`src/common/muldiv_pkg.sv`:
```
/* Widths, encodings and types shared by the RV32M execution unit.
   Operation codes equal funct3, so the decoder casts funct3 directly.
   State literals carry a unit prefix because all enums share this scope */
`default_nettype none

package muldiv_pkg;

    // Widths --------------------
    localparam int XLEN  = 32;
    localparam int TAG_W = 5;       // Destination register number

    // Instruction fields --------------------
    localparam logic [6:0] OPCODE_OP     = 7'b0110011;
    localparam logic [6:0] FUNCT7_MULDIV = 7'b0000001;

    // Sizing --------------------
    localparam int FIFO_DEPTH = 4;
    localparam int DIV_STEPS  = 32;
    localparam int DIV_CNT_W  = $clog2(DIV_STEPS);
    localparam logic [DIV_CNT_W-1:0] DIV_LAST = DIV_CNT_W'(DIV_STEPS - 1);

    typedef enum logic [3:0] {
        MUL        = 4'd0,
        MULH       = 4'd1,
        MULHSU     = 4'd2,
        MULHU      = 4'd3,
        DIV        = 4'd4,
        DIVU       = 4'd5,
        REM        = 4'd6,
        REMU       = 4'd7,
        OP_ILLEGAL = 4'd15  // Not an M-extension word
    } muldiv_op_e;

    // 73 bits
    typedef struct packed {
        muldiv_op_e         op;
        logic [XLEN-1:0]    src1;
        logic [XLEN-1:0]    src2;
        logic [TAG_W-1:0]   tag;
    } muldiv_cmd_t;

    // 38 bits
    typedef struct packed {
        logic [XLEN-1:0]    result;
        logic [TAG_W-1:0]   tag;
        logic               err;
    } muldiv_rsp_t;

    typedef enum logic [1:0] {
        MUL_IDLE,
        MUL_EXEC,
        MUL_RET
    } mul_state_e;

    typedef enum logic [1:0] {
        DIV_IDLE,
        DIV_CHECK,
        DIV_EXEC,
        DIV_RET
    } div_state_e;

endpackage

`default_nettype wire

```
`src/source/m_decoder.sv`:
```
/* Decodes one instruction word into a command and holds it in a
   single-entry output slot. Words outside OP/funct7=0000001 become OP_ILLEGAL */
`default_nettype none

module m_decoder (
    input  logic                            clk_i,
    input  logic                            rst_i,
    input  logic                            in_valid_i,
    output logic                            in_ready_o,
    input  logic [muldiv_pkg::XLEN-1:0]     in_instr_i,
    input  logic [muldiv_pkg::XLEN-1:0]     in_src1_i,
    input  logic [muldiv_pkg::XLEN-1:0]     in_src2_i,
    input  logic [muldiv_pkg::TAG_W-1:0]    in_tag_i,
    output logic                            cmd_valid_o,
    input  logic                            cmd_ready_i,
    output muldiv_pkg::muldiv_cmd_t         cmd_o
);

    logic                       up_q;       // Low in and right after reset
    logic                       slot_v_q;
    logic [6:0]                 opcode;
    logic [2:0]                 funct3;
    logic [6:0]                 funct7;
    logic                       load;
    muldiv_pkg::muldiv_op_e     op;
    muldiv_pkg::muldiv_cmd_t    slot_q;

    assign opcode = in_instr_i[6:0];
    assign funct3 = in_instr_i[14:12];
    assign funct7 = in_instr_i[31:25];

    always_comb begin
        if (opcode == muldiv_pkg::OPCODE_OP && funct7 == muldiv_pkg::FUNCT7_MULDIV) begin
            op = muldiv_pkg::muldiv_op_e'({1'b0, funct3});
        end else begin
            op = muldiv_pkg::OP_ILLEGAL;
        end
    end

    // Slot accepts when empty or draining this cycle
    assign in_ready_o = up_q & (~slot_v_q | cmd_ready_i);
    assign load       = in_valid_i & in_ready_o;

    always_ff @(posedge clk_i) begin
        if (rst_i) begin
            up_q     <= 1'b0;
            slot_v_q <= 1'b0;
        end else begin
            up_q <= 1'b1;
            if (load) begin
                slot_v_q <= 1'b1;
            end else if (cmd_ready_i) begin
                slot_v_q <= 1'b0;
            end
        end
    end

    always_ff @(posedge clk_i) begin
        if (load) begin
            slot_q <= '{op: op, src1: in_src1_i, src2: in_src2_i, tag: in_tag_i};
        end
    end

    assign cmd_valid_o = slot_v_q;
    assign cmd_o       = slot_q;

endmodule

`default_nettype wire

```
`src/source/cmd_fifo.sv`:
```
/* Synchronous command FIFO. DEPTH must be a power of two, 2 or more.
   Head data is valid one cycle after push; full blocks push even on pop */
`default_nettype none

module cmd_fifo #(
    parameter int DEPTH = muldiv_pkg::FIFO_DEPTH
) (
    input  logic                        clk_i,
    input  logic                        rst_i,
    input  logic                        push_valid_i,
    output logic                        push_ready_o,
    input  muldiv_pkg::muldiv_cmd_t     push_cmd_i,
    output logic                        pop_valid_o,
    input  logic                        pop_ready_i,
    output muldiv_pkg::muldiv_cmd_t     pop_cmd_o
);

    muldiv_pkg::muldiv_cmd_t        mem [DEPTH];
    logic [$clog2(DEPTH):0]         wr_ptr_q;   // Extra MSB is the wrap bit
    logic [$clog2(DEPTH):0]         rd_ptr_q;
    logic                           full;
    logic                           empty;
    logic                           push;
    logic                           pop;

    assign empty = (wr_ptr_q == rd_ptr_q);
    assign full  = (wr_ptr_q[$clog2(DEPTH)] != rd_ptr_q[$clog2(DEPTH)])
                 && (wr_ptr_q[$clog2(DEPTH)-1:0] == rd_ptr_q[$clog2(DEPTH)-1:0]);

    assign push_ready_o = ~full;
    assign pop_valid_o  = ~empty;
    assign push         = push_valid_i & ~full;
    assign pop          = pop_ready_i & ~empty;

    always_ff @(posedge clk_i) begin
        if (rst_i) begin
            wr_ptr_q <= '0;
            rd_ptr_q <= '0;
        end else begin
            if (push) begin
                wr_ptr_q <= wr_ptr_q + 1'b1;
            end
            if (pop) begin
                rd_ptr_q <= rd_ptr_q + 1'b1;
            end
        end
    end

    // Storage
    always_ff @(posedge clk_i) begin
        if (push) begin
            mem[wr_ptr_q[$clog2(DEPTH)-1:0]] <= push_cmd_i;
        end
    end

    assign pop_cmd_o = mem[rd_ptr_q[$clog2(DEPTH)-1:0]];

endmodule

`default_nettype wire

```
`src/muldiv/multiplier.sv`:
```
/* Two-cycle multiplier. Operands are taken only in IDLE on start_i.
   done_o is a one-cycle pulse and rslt_o is zero outside it */
`default_nettype none

module multiplier (
    input  logic                            clk_i,
    input  logic                            rst_i,
    input  logic                            start_i,
    input  muldiv_pkg::muldiv_op_e          op_i,
    input  logic [muldiv_pkg::XLEN-1:0]     src1_i,
    input  logic [muldiv_pkg::XLEN-1:0]     src2_i,
    output logic                            done_o,
    output logic [muldiv_pkg::XLEN-1:0]     rslt_o
);

    muldiv_pkg::mul_state_e                 state_q;
    logic signed [muldiv_pkg::XLEN:0]       mcand_q;    // 33-bit extended
    logic signed [muldiv_pkg::XLEN:0]       mplier_q;
    logic [2*muldiv_pkg::XLEN-1:0]          product_q;
    logic                                   is_high_q;
    logic                                   src1_signed;
    logic                                   src2_signed;

    assign src1_signed = op_i inside {muldiv_pkg::MULH, muldiv_pkg::MULHSU};
    assign src2_signed = (op_i == muldiv_pkg::MULH);

    always_ff @(posedge clk_i) begin
        if (rst_i) begin
            state_q <= muldiv_pkg::MUL_IDLE;
        end else begin
            case (state_q)
                muldiv_pkg::MUL_IDLE: if (start_i) state_q <= muldiv_pkg::MUL_EXEC;
                muldiv_pkg::MUL_EXEC: state_q <= muldiv_pkg::MUL_RET;
                default:              state_q <= muldiv_pkg::MUL_IDLE;
            endcase
        end
    end

    always_ff @(posedge clk_i) begin
        if (state_q == muldiv_pkg::MUL_IDLE && start_i) begin
            mcand_q   <= {src1_signed & src1_i[muldiv_pkg::XLEN-1], src1_i};
            mplier_q  <= {src2_signed & src2_i[muldiv_pkg::XLEN-1], src2_i};
            is_high_q <= (op_i != muldiv_pkg::MUL);
        end
        if (state_q == muldiv_pkg::MUL_EXEC) begin
            product_q <= mcand_q * mplier_q;    // Signed in 64-bit context
        end
    end

    assign done_o = (state_q == muldiv_pkg::MUL_RET);
    assign rslt_o = !done_o   ? '0 :
                    is_high_q ? product_q[2*muldiv_pkg::XLEN-1:muldiv_pkg::XLEN] :
                                product_q[muldiv_pkg::XLEN-1:0];

endmodule

`default_nettype wire

```
`src/muldiv/divider.sv`:
```
/* Radix-2 restoring divider, 34 cycles start to done, 2 on a zero divisor.
   Zero divisor gives all-ones quotient and the dividend as remainder.
   Signed overflow needs no special case since magnitudes are unsigned */
`default_nettype none

module divider (
    input  logic                            clk_i,
    input  logic                            rst_i,
    input  logic                            start_i,
    input  muldiv_pkg::muldiv_op_e          op_i,
    input  logic [muldiv_pkg::XLEN-1:0]     src1_i,
    input  logic [muldiv_pkg::XLEN-1:0]     src2_i,
    output logic                            done_o,
    output logic [muldiv_pkg::XLEN-1:0]     rslt_o
);

    localparam int W = muldiv_pkg::XLEN;

    muldiv_pkg::div_state_e                 state_q;
    logic [muldiv_pkg::DIV_CNT_W-1:0]       cntr_q;
    logic [W-1:0]                           rem_q;
    logic [W-1:0]                           quo_q;
    logic [W-1:0]                           divisor_q;
    logic                                   dividend_neg_q;
    logic                                   divisor_neg_q;
    logic                                   quo_neg_q;
    logic                                   rem_neg_q;
    logic                                   is_rem_q;
    logic                                   is_signed;
    logic [W-1:0]                           dividend_mag;
    logic [W-1:0]                           divisor_mag;
    logic [W:0]                             shifted;
    logic [W+1:0]                           diff;
    logic                                   q_bit;

    assign is_signed = op_i inside {muldiv_pkg::DIV, muldiv_pkg::REM};

    assign dividend_mag = dividend_neg_q ? (~rem_q + 1'b1) : rem_q;
    assign divisor_mag  = divisor_neg_q ? (~divisor_q + 1'b1) : divisor_q;

    // One shift-subtract step on the full 33-bit partial remainder
    assign shifted = {rem_q, quo_q[W-1]};
    assign diff    = {1'b0, shifted} - {2'b00, divisor_q};
    assign q_bit   = ~diff[W+1];

    // Control --------------------
    always_ff @(posedge clk_i) begin
        if (rst_i) begin
            state_q <= muldiv_pkg::DIV_IDLE;
            cntr_q  <= '0;
        end else begin
            case (state_q)
                muldiv_pkg::DIV_IDLE: begin
                    if (start_i) state_q <= muldiv_pkg::DIV_CHECK;
                end
                muldiv_pkg::DIV_CHECK: begin
                    cntr_q <= muldiv_pkg::DIV_LAST;
                    if (divisor_q == '0) begin
                        state_q <= muldiv_pkg::DIV_RET;
                    end else begin
                        state_q <= muldiv_pkg::DIV_EXEC;
                    end
                end
                muldiv_pkg::DIV_EXEC: begin
                    cntr_q <= cntr_q - 1'b1;
                    if (cntr_q == '0) state_q <= muldiv_pkg::DIV_RET;
                end
                default: state_q <= muldiv_pkg::DIV_IDLE;
            endcase
        end
    end

    // Datapath --------------------
    always_ff @(posedge clk_i) begin
        case (state_q)
            muldiv_pkg::DIV_IDLE: begin
                if (start_i) begin
                    is_rem_q       <= op_i inside {muldiv_pkg::REM, muldiv_pkg::REMU};
                    dividend_neg_q <= is_signed & src1_i[W-1];
                    divisor_neg_q  <= is_signed & src2_i[W-1];
                    quo_neg_q      <= is_signed & (src1_i[W-1] ^ src2_i[W-1]);
                    rem_neg_q      <= is_signed & src1_i[W-1];
                    divisor_q      <= src2_i;
                    rem_q          <= src1_i;   // Dividend parked here
                    quo_q          <= '0;
                end
            end
            muldiv_pkg::DIV_CHECK: begin
                if (divisor_q == '0) begin
                    quo_neg_q <= 1'b0;
                    rem_neg_q <= 1'b0;
                    quo_q     <= '1;            // rem_q keeps the dividend
                end else begin
                    divisor_q <= divisor_mag;
                    rem_q     <= '0;
                    quo_q     <= dividend_mag;
                end
            end
            muldiv_pkg::DIV_EXEC: begin
                rem_q <= q_bit ? diff[W-1:0] : shifted[W-1:0];
                quo_q <= {quo_q[W-2:0], q_bit};
            end
            default: begin
            end
        endcase
    end

    assign done_o = (state_q == muldiv_pkg::DIV_RET);
    assign rslt_o = !done_o   ? '0 :
                    is_rem_q  ? (rem_neg_q ? (~rem_q + 1'b1) : rem_q) :
                                (quo_neg_q ? (~quo_q + 1'b1) : quo_q);

endmodule

`default_nettype wire

```
`src/muldiv/muldiv_engine.sv`:
```
/* Runs one command at a time on the multiplier or divider.
   No pop while a unit is busy or a response waits, so order is kept */
`default_nettype none

module muldiv_engine (
    input  logic                        clk_i,
    input  logic                        rst_i,
    input  logic                        cmd_valid_i,
    output logic                        cmd_ready_o,
    input  muldiv_pkg::muldiv_cmd_t     cmd_i,
    output logic                        rsp_valid_o,
    input  logic                        rsp_ready_i,
    output muldiv_pkg::muldiv_rsp_t     rsp_o
);

    logic                               busy_q;
    logic                               rsp_valid_q;
    muldiv_pkg::muldiv_rsp_t            rsp_q;
    logic                               pop;
    logic                               is_mul;
    logic                               is_div;
    logic                               mul_done;
    logic                               div_done;
    logic [muldiv_pkg::XLEN-1:0]        mul_rslt;
    logic [muldiv_pkg::XLEN-1:0]        div_rslt;

    assign is_mul = cmd_i.op inside {muldiv_pkg::MUL, muldiv_pkg::MULH,
                                     muldiv_pkg::MULHSU, muldiv_pkg::MULHU};
    assign is_div = cmd_i.op inside {muldiv_pkg::DIV, muldiv_pkg::DIVU,
                                     muldiv_pkg::REM, muldiv_pkg::REMU};

    assign cmd_ready_o = ~busy_q & ~rsp_valid_q;
    assign pop         = cmd_valid_i & cmd_ready_o;

    multiplier u_mul (
        .clk_i   (clk_i),
        .rst_i   (rst_i),
        .start_i (pop & is_mul),
        .op_i    (cmd_i.op),
        .src1_i  (cmd_i.src1),
        .src2_i  (cmd_i.src2),
        .done_o  (mul_done),
        .rslt_o  (mul_rslt)
    );

    divider u_div (
        .clk_i   (clk_i),
        .rst_i   (rst_i),
        .start_i (pop & is_div),
        .op_i    (cmd_i.op),
        .src1_i  (cmd_i.src1),
        .src2_i  (cmd_i.src2),
        .done_o  (div_done),
        .rslt_o  (div_rslt)
    );

    always_ff @(posedge clk_i) begin
        if (rst_i) begin
            busy_q      <= 1'b0;
            rsp_valid_q <= 1'b0;
        end else begin
            if (pop) begin
                if (is_mul | is_div) begin
                    busy_q <= 1'b1;
                end else begin
                    rsp_valid_q <= 1'b1;    // Illegal word answers at once
                end
            end
            if (busy_q & (mul_done | div_done)) begin
                busy_q      <= 1'b0;
                rsp_valid_q <= 1'b1;
            end
            if (rsp_valid_q & rsp_ready_i) begin
                rsp_valid_q <= 1'b0;
            end
        end
    end

    // Response payload
    always_ff @(posedge clk_i) begin
        if (pop) begin
            rsp_q.tag    <= cmd_i.tag;
            rsp_q.err    <= ~(is_mul | is_div);
            rsp_q.result <= '0;
        end else if (busy_q & (mul_done | div_done)) begin
            rsp_q.result <= mul_done ? mul_rslt : div_rslt;
        end
    end

    assign rsp_valid_o = rsp_valid_q;
    assign rsp_o       = rsp_q;

endmodule

`default_nettype wire

```
`src/source/muldiv_top.sv`:
```
/* RV32M execution unit. Responses return in input order with variable latency.
   Up to FIFO_DEPTH plus 2 commands may be in flight */
`default_nettype none

module muldiv_top (
    input  logic                            clk_i,
    input  logic                            rst_i,
    input  logic                            in_valid_i,
    output logic                            in_ready_o,
    input  logic [muldiv_pkg::XLEN-1:0]     in_instr_i,
    input  logic [muldiv_pkg::XLEN-1:0]     in_src1_i,
    input  logic [muldiv_pkg::XLEN-1:0]     in_src2_i,
    input  logic [muldiv_pkg::TAG_W-1:0]    in_tag_i,
    output logic                            rsp_valid_o,
    input  logic                            rsp_ready_i,
    output muldiv_pkg::muldiv_rsp_t         rsp_o
);

    logic                       dec_valid;
    logic                       dec_ready;
    muldiv_pkg::muldiv_cmd_t    dec_cmd;
    logic                       fifo_valid;
    logic                       fifo_ready;
    muldiv_pkg::muldiv_cmd_t    fifo_cmd;

    m_decoder u_dec (
        .clk_i       (clk_i),
        .rst_i       (rst_i),
        .in_valid_i  (in_valid_i),
        .in_ready_o  (in_ready_o),
        .in_instr_i  (in_instr_i),
        .in_src1_i   (in_src1_i),
        .in_src2_i   (in_src2_i),
        .in_tag_i    (in_tag_i),
        .cmd_valid_o (dec_valid),
        .cmd_ready_i (dec_ready),
        .cmd_o       (dec_cmd)
    );

    cmd_fifo #(
        .DEPTH (muldiv_pkg::FIFO_DEPTH)
    ) u_fifo (
        .clk_i        (clk_i),
        .rst_i        (rst_i),
        .push_valid_i (dec_valid),
        .push_ready_o (dec_ready),
        .push_cmd_i   (dec_cmd),
        .pop_valid_o  (fifo_valid),
        .pop_ready_i  (fifo_ready),
        .pop_cmd_o    (fifo_cmd)
    );

    muldiv_engine u_eng (
        .clk_i       (clk_i),
        .rst_i       (rst_i),
        .cmd_valid_i (fifo_valid),
        .cmd_ready_o (fifo_ready),
        .cmd_i       (fifo_cmd),
        .rsp_valid_o (rsp_valid_o),
        .rsp_ready_i (rsp_ready_i),
        .rsp_o       (rsp_o)
    );

endmodule

`default_nettype wire

```
`config.mk`:
```
export PLATFORM = sky130hd
export DESIGN_NAME = muldiv_top
export DESIGN_NICKNAME = d
export VERILOG_FILES = /design/src/common/muldiv_pkg.sv /design/src/source/m_decoder.sv /design/src/source/cmd_fifo.sv /design/src/muldiv/multiplier.sv /design/src/muldiv/divider.sv /design/src/muldiv/muldiv_engine.sv /design/src/source/muldiv_top.sv
export SDC_FILE = /design/constraint.sdc
export NUM_CORES = 2
export LEC_CHECK = 0
export ABC_AREA = 1
export BUFFER_PORTS_ARGS = -buffer_cell sky130_fd_sc_hd__buf_2
export CORE_ASPECT_RATIO = 0.8
export CORE_UTILIZATION = 45
export DETAILED_ROUTE_END_ITERATION = 12
export PLACE_DENSITY = 0.68
export SLEW_MARGIN = 20
export SYNTH_ARGS = -nofsm -noshare
export SYNTH_HDL_FRONTEND = slang
export SYNTH_HIERARCHICAL = 1
export SYNTH_SLANG_ARGS = --single-unit
```
`constraint.sdc`:
```
create_clock -name clk_i -period 15.4 [get_ports clk_i]
set_input_delay 1.54 -clock clk_i [delete_from_list [all_inputs] [get_ports clk_i]]
set_output_delay 1.54 -clock clk_i [all_outputs]
set_load 0.01 [all_outputs]
```
; Word level (Yosys, flattened, before mapping)
; Memory sizes are Yosys's and may differ from the RTL's. A register that Yosys moved wholly into a read port is not among the register bits.
; Index checks and enable logic that the tools add are counted.
[word_totals]
word_cells = 160
mem_count = 1
ff_bits = 362
in_bits = 105
mem_bits_rw = 292
out_inout_bits = 40
[classes]
eq_ne = 25
n_bitwise = 28
mux = 41
n_reduce_logical = 28
addsub = 7
mul = 1
[mem_list]
columns = memory, words, width, read_ports, rd_ports_with_merged_regs, write_ports, line_no
row1 = u_fifo.mem, 4, 73, 1, 1, 1, cmd_fifo.sv:18  ; muldiv_pkg::muldiv_cmd_t mem [DEPTH];
[op_table]
columns = op, n
row1 = 32-bit two-way mux, 15
row2 = 32-bit one-hot mux with 3 select lines, 2
row3 = 32-bit by 1-bit adder with 32-bit output (second input constant), 3
row4 = 32-bit NOT, 3
row5 = 33-bit by 33-bit multiplier with 64-bit output, 1
row6 = 32-bit one-hot mux with 2 select lines, 1
row7 = 33-bit by 32-bit subtractor with 34-bit output, 1
row8 = 32-bit logical NOT, 1
row9 = 4-bit by 3-bit equality test with 1-bit output (second input constant), 4
row10 = 2-bit != test (second input constant), 8
row11 = 1-bit AND, 14
row12 = 1-bit two-way mux, 12
row13 = 2-bit nonzero test, 6
row14 = 4-bit nonzero test, 3
row15 = 2-bit two-way mux, 5
row16 = 5-bit one-hot mux with 2 select lines, 1
row17 = 2-bit AND reduction, 5
row18 = 4-bit by 2-bit equality test with 1-bit output (second input constant), 2
row19 = 7-bit by 1-bit equality test with 1-bit output (second input constant), 1
row20 = 7-bit by 6-bit equality test with 1-bit output (second input constant), 1
row21 = 1-bit NOT, 7
row22 = 3-bit by 1-bit adder with 3-bit output (second input constant), 2
row23 = 2-bit equality test (second input constant), 3
row24 = 2-bit one-hot mux with 3 select lines, 1
row25 = 19 further kinds, 28

; Depth between registers and ports, before layout
[depth]
ltp_word = 7
depth_mapped = 33
ltp_nobuf = 31

; Modules after synthesis
; The synthesis kept the hierarchy.
[by_module_without_submodules]
columns = module, area_each_um2, seq_area_each_um2, cells_per_inst, n_inst
row1 = multiplier, 45124.5, 3973.8, 5442, 1
row2 = divider, 11516.0, 3173.0, 1839, 1
row3 = cmd_fifo, 11305.8, 8928.6, 779, 1
row4 = m_decoder, 2363.5, 2232.1, 106, 1
row5 = muldiv_engine, 2063.2, 860.8, 334, 1

; Worst setup path after synthesis
; No wires, ideal clock.
[synth_timing]
kind = register -> register
from = register u_eng/u_mul/mplier_q[1] in the netlist's numbering
to = register u_eng/u_mul/product_q[62] in the netlist's numbering, data pin
path_buffers = 2
setup_ps = 252
period_less_slack_ps = 7471
path_slack_ps = 7929
arrival_time_ps = 7219
required_ps = 15148
stages_incl_launch_ff = 27
path_cell_list = edfxtp_1 > clkbuf_1 > clkbuf_1 > nand2_1 > inv_1 > fa_1 > fa_1 > fa_1 > inv_1 > fa_1 > inv_1 > fa_1 > fa_1 > inv_1 > fa_1 > fa_1 > inv_1 > ha_1 > nand2_1 > nor2_2 > inv_1 > nor4_2 > nand2_1 > nor3_1 > nand2_1 > nand3_1 > nand2_1
[synth_via]
elab_chain_len = 1
[synth_rtl]
columns = element, line_no
row1 = from (decl), multiplier.sv:18  ; logic signed [muldiv_pkg::XLEN:0] mplier_q;
row2 = from (signal assigned), multiplier.sv:42  ; mplier_q <= {src2_signed & src2_i[muldiv_pkg::XLEN-1], src2_i};
row3 = 33-bit by 33-bit multiplier with 64-bit output, multiplier.sv:46  ; product_q <= mcand_q * mplier_q;
row4 = to (signal assigned), multiplier.sv:46
row5 = to (decl), multiplier.sv:19  ; logic [2*muldiv_pkg::XLEN-1:0] product_q;
; No other way between the ends.
; A chain may end at the register's enable or synchronous reset.

; Final worst setup path
[layout_timing]
from = register u_eng/u_mul/mcand_q[32] in the netlist's numbering
to = register u_eng/u_mul/product_q[62] in the netlist's numbering, data pin
[layout_via]
elab_chain_len = 1
[layout_rtl]
columns = element, line_no
row1 = from (decl), multiplier.sv:17  ; logic signed [muldiv_pkg::XLEN:0] mcand_q;
row2 = from (signal assigned), multiplier.sv:41  ; mcand_q <= {src1_signed & src1_i[muldiv_pkg::XLEN-1], src1_i};
row3 = 33-bit by 33-bit multiplier with 64-bit output, multiplier.sv:46
; No other way between the ends.

==> reports/qor.csv <==
stage,metric,value,unit
floorplanning,die_x,450.4,um
global_route,grt_max_degree,77,
routing,drt-initial-drc-count,5240,
floorplanning,rows,131,
worst_setup_path,worstPathMaxFanout,32,
floorplanning,dieArea,162400,um2
logic_synthesis,synth.net_count,9990,
logic_synthesis,synth-edff-count,603,
cts,cts_root_buffer,clkbuf_16,
logic_synthesis,ys.flop_type,edfxtp_1,
floorplanning,ios,145,
worst_setup_path,cp_top_family,adder cells,
routing,vias,55986,
logic_synthesis,syn_inst,8500,
floorplanning,fp.coreArea,159500,um2
sta,slew_headroom,23.18,%
worst_setup_path,cpPeakStageDelay,0.72,ns
routing,antenna_left,0,
finish,final_common_cell,nand2_1,
placement,port_buffers,129,
finish,drive_gt1_share,6.490,%
cts,h-tree-depth,3,
sta,worst_slack,6.773,ns
job,maxCapViolations,0,
worst_setup_path,arrival,9.03,ns
worst_setup_path,crit_buf_inv,9,
placement,place_ws,6.935,ns
sta,holdWs,0.4742,ns
hold_path,hold_path_class,flop to flop,
logic_synthesis,yosysUniqueCellTypes,60,
cts,post-cts-setup-buffer-count,0,
sta,max_freq,115.9,MHz
finish,final_cell_mix,"2131 x nand2_1, 2076 x inv_1, 1126 x fa_1",
global_route,globalRouteOverflowTotal,0,
finish,area.growth.synth_to_final,6.834,%
worst_setup_path,crit_slowest_cell,fa_1,
floorplanning,die_height,360.7,um
cts,cts.sinks,656,
sta,final.setup.tns,0,ns
floorplanning,start_util,45.38,%
sta,tightest_slew,1.152,ns
cts,clockBufferDepth,3,
global_route,grtUsageTotal,28.15,%
logic_synthesis,async_flop_share,0,%
routing,dr.pass1.iters,6,
routing,vias_per_cell,5.278,
placement,dp_hpwl,174300,um
sta,timing.final.crit_share,56.02,%
routing,drt-total-wl,225800,um
worst_setup_path,criticalPathCategory,flop to flop,
sta,hold_viol,0,
cts,cts_resized,0,
routing,drc,0,
finish,fin_nets,9908,
logic_synthesis,syn_area_per_cell,8.514,um2
worst_setup_path,worstSetupEndpointType,flop,
placement,gp_congestion,0.9907,
logic_synthesis,synth_seq_cells,656,
cts,cts_made_buffers,72,
outcome,status,"finished, final reports clean",
logic_synthesis,yosys_warnings,6,
global_route,grt_pass1_wl,345900,um
worst_setup_path,cp.required,15.80,ns
worst_setup_path,critPathLaunchType,flop,
logic_synthesis,syn_area,72370,um2
cts,cts_tree,built,
global_route,grt_antenna_before_repair,14,
cts,clkTransAtPathRegs,0.06,ns
cts,hold_buffers,0,
sta,setup_viol,0,
sta,finalClockSkew,0.04551,ns
sta,finalMaxSlewViolations,0,
routing,wl_per_cell,21.29,um
logic_synthesis,yosysSeqAreaShare,26.49,%
sta,rsz0062_at_grt,false,
cts,worstSkewPairLatency,0.69,ns
global_route,grt_pass1_vias,57102,
sta,fin_crit,8.627,ns
## worst paths after layout
path	depth (start not counted)	to	slack, ns	startpoint
min reg2reg	1	u_eng/u_mul/state_q[0]	0.47	u_eng/u_mul/state_q[0]
max	27	u_eng/u_mul/product_q[62]	6.77	u_eng/u_mul/mcand_q[32]
max reg2reg	27	u_eng/u_mul/product_q[62]	6.77	u_eng/u_mul/mcand_q[32]
min	1	u_eng/u_mul/state_q[0]	0.47	u_eng/u_mul/state_q[0]
## logic make-up (layout without fill, tap and decap cells)
logic type / Yosys count / count (layout) / synth area share [%]
XOR/XNOR: 100 / 100 / 1.210
flip-flops: 656 / 656 / 26.49
AND/OR/NAND/NOR: 3175 / 3175 / 18.18
other: 0 / 5 / 0
AO/OA/AOI/OAI: 676 / 676 / 5.098
buffers and inverters: 2508 / 2482 / 13.41
adder cells (fa/ha/maj): 1385 / 1385 / 35.62
## layer usage
metal | global-route usage [%] | wire length, um | up-vias
met1 | 39.52 | 96640 | 27950
met5 | 0 | 80 | -
li1 | - | - | 25128
met2 | 43.51 | 100300 | 2501
met3 | 5.804 | 21090 | 395
met4 | 9.144 | 7689 | 12
## worst register-to-register path, cell delays in order, from the launching register on
cell and delay [ns]:
edfxtp_1 0.32, buf_4 0.38, nand2_1 0.29, inv_1 0.13
fa_1 0.40, inv_1 0.27, fa_1 0.53, inv_1 0.22
fa_1 0.50, inv_1 0.09, fa_1 0.72, inv_1 0.45
fa_1 0.59, fa_1 0.55, inv_1 0.05, fa_1 0.46
fa_1 0.49, inv_1 0.04, ha_1 0.47, nand2_1 0.19
nor2_2 0.20, inv_1 0.09, nor4_2 0.24, nand2_1 0.15
nor3_1 0.15, nand2_1 0.18, nand3_1 0.14, nand2_1 0.07
## state kept, by name, indices dropped and copies added (netlist names), 3 cells and up, named ones only
register	flops
u_fifo/mem	292
u_dec/cmd_o	73
u_eng/u_mul/product_q	64
u_eng/rsp_o	38
u_eng/u_mul/mcand_q	33
u_eng/u_mul/mplier_q	33
u_eng/u_div/divisor_q	32
u_eng/u_div/quo_q	32
u_eng/u_div/rem_q	32
u_eng/u_div/cntr_q	5
u_fifo/rd_ptr_q	3
u_fifo/wr_ptr_q	3
## through the flow
stage	area [um2]	instances	util (%)
after CTS	77310	10602	48.47
after detailed placement	74830	10472	46.92
after global routing	77310	10603	48.48
after floorplan	72370	8500	-
after global placement	74810	10471	46.91
final	77320	10607	48.48
## synth_stat cells (all sizes together), types with 48 or more instances
cell / count / share of area, %
a21oi: 212 / 1.5
buf: 75 / 0.78
clkbuf: 323 / 1.7
dfxtp: 53 / 1.5
edfxtp: 603 / 25
fa: 1126 / 31
ha: 259 / 4.5
inv: 2107 / 11
nand2: 2167 / 11
nand3: 308 / 2.4
nand4: 48 / 0.48
nor2: 572 / 3.2
o21ai: 321 / 2.2
o22ai: 74 / 0.64
xor2: 74 / 0.90
## area by class of cell
cell class | instances | area, um2
Fill cell | 14969 | 82160
Multi-Input combinational cell | 5336 | 43560
Sequential cell | 656 | 19170
Inverter | 2110 | 7924
Tap cell | 2128 | 2663
Clock buffer | 84 | 1877
Timing Repair Buffer | 242 | 1501
Clock inverter | 46 | 604.3
Antenna cell | 5 | 12.51
Power is left out: the tool's default activity adds up to more than one toggle a clock period on the data nets, which glitch-free logic cannot reach.
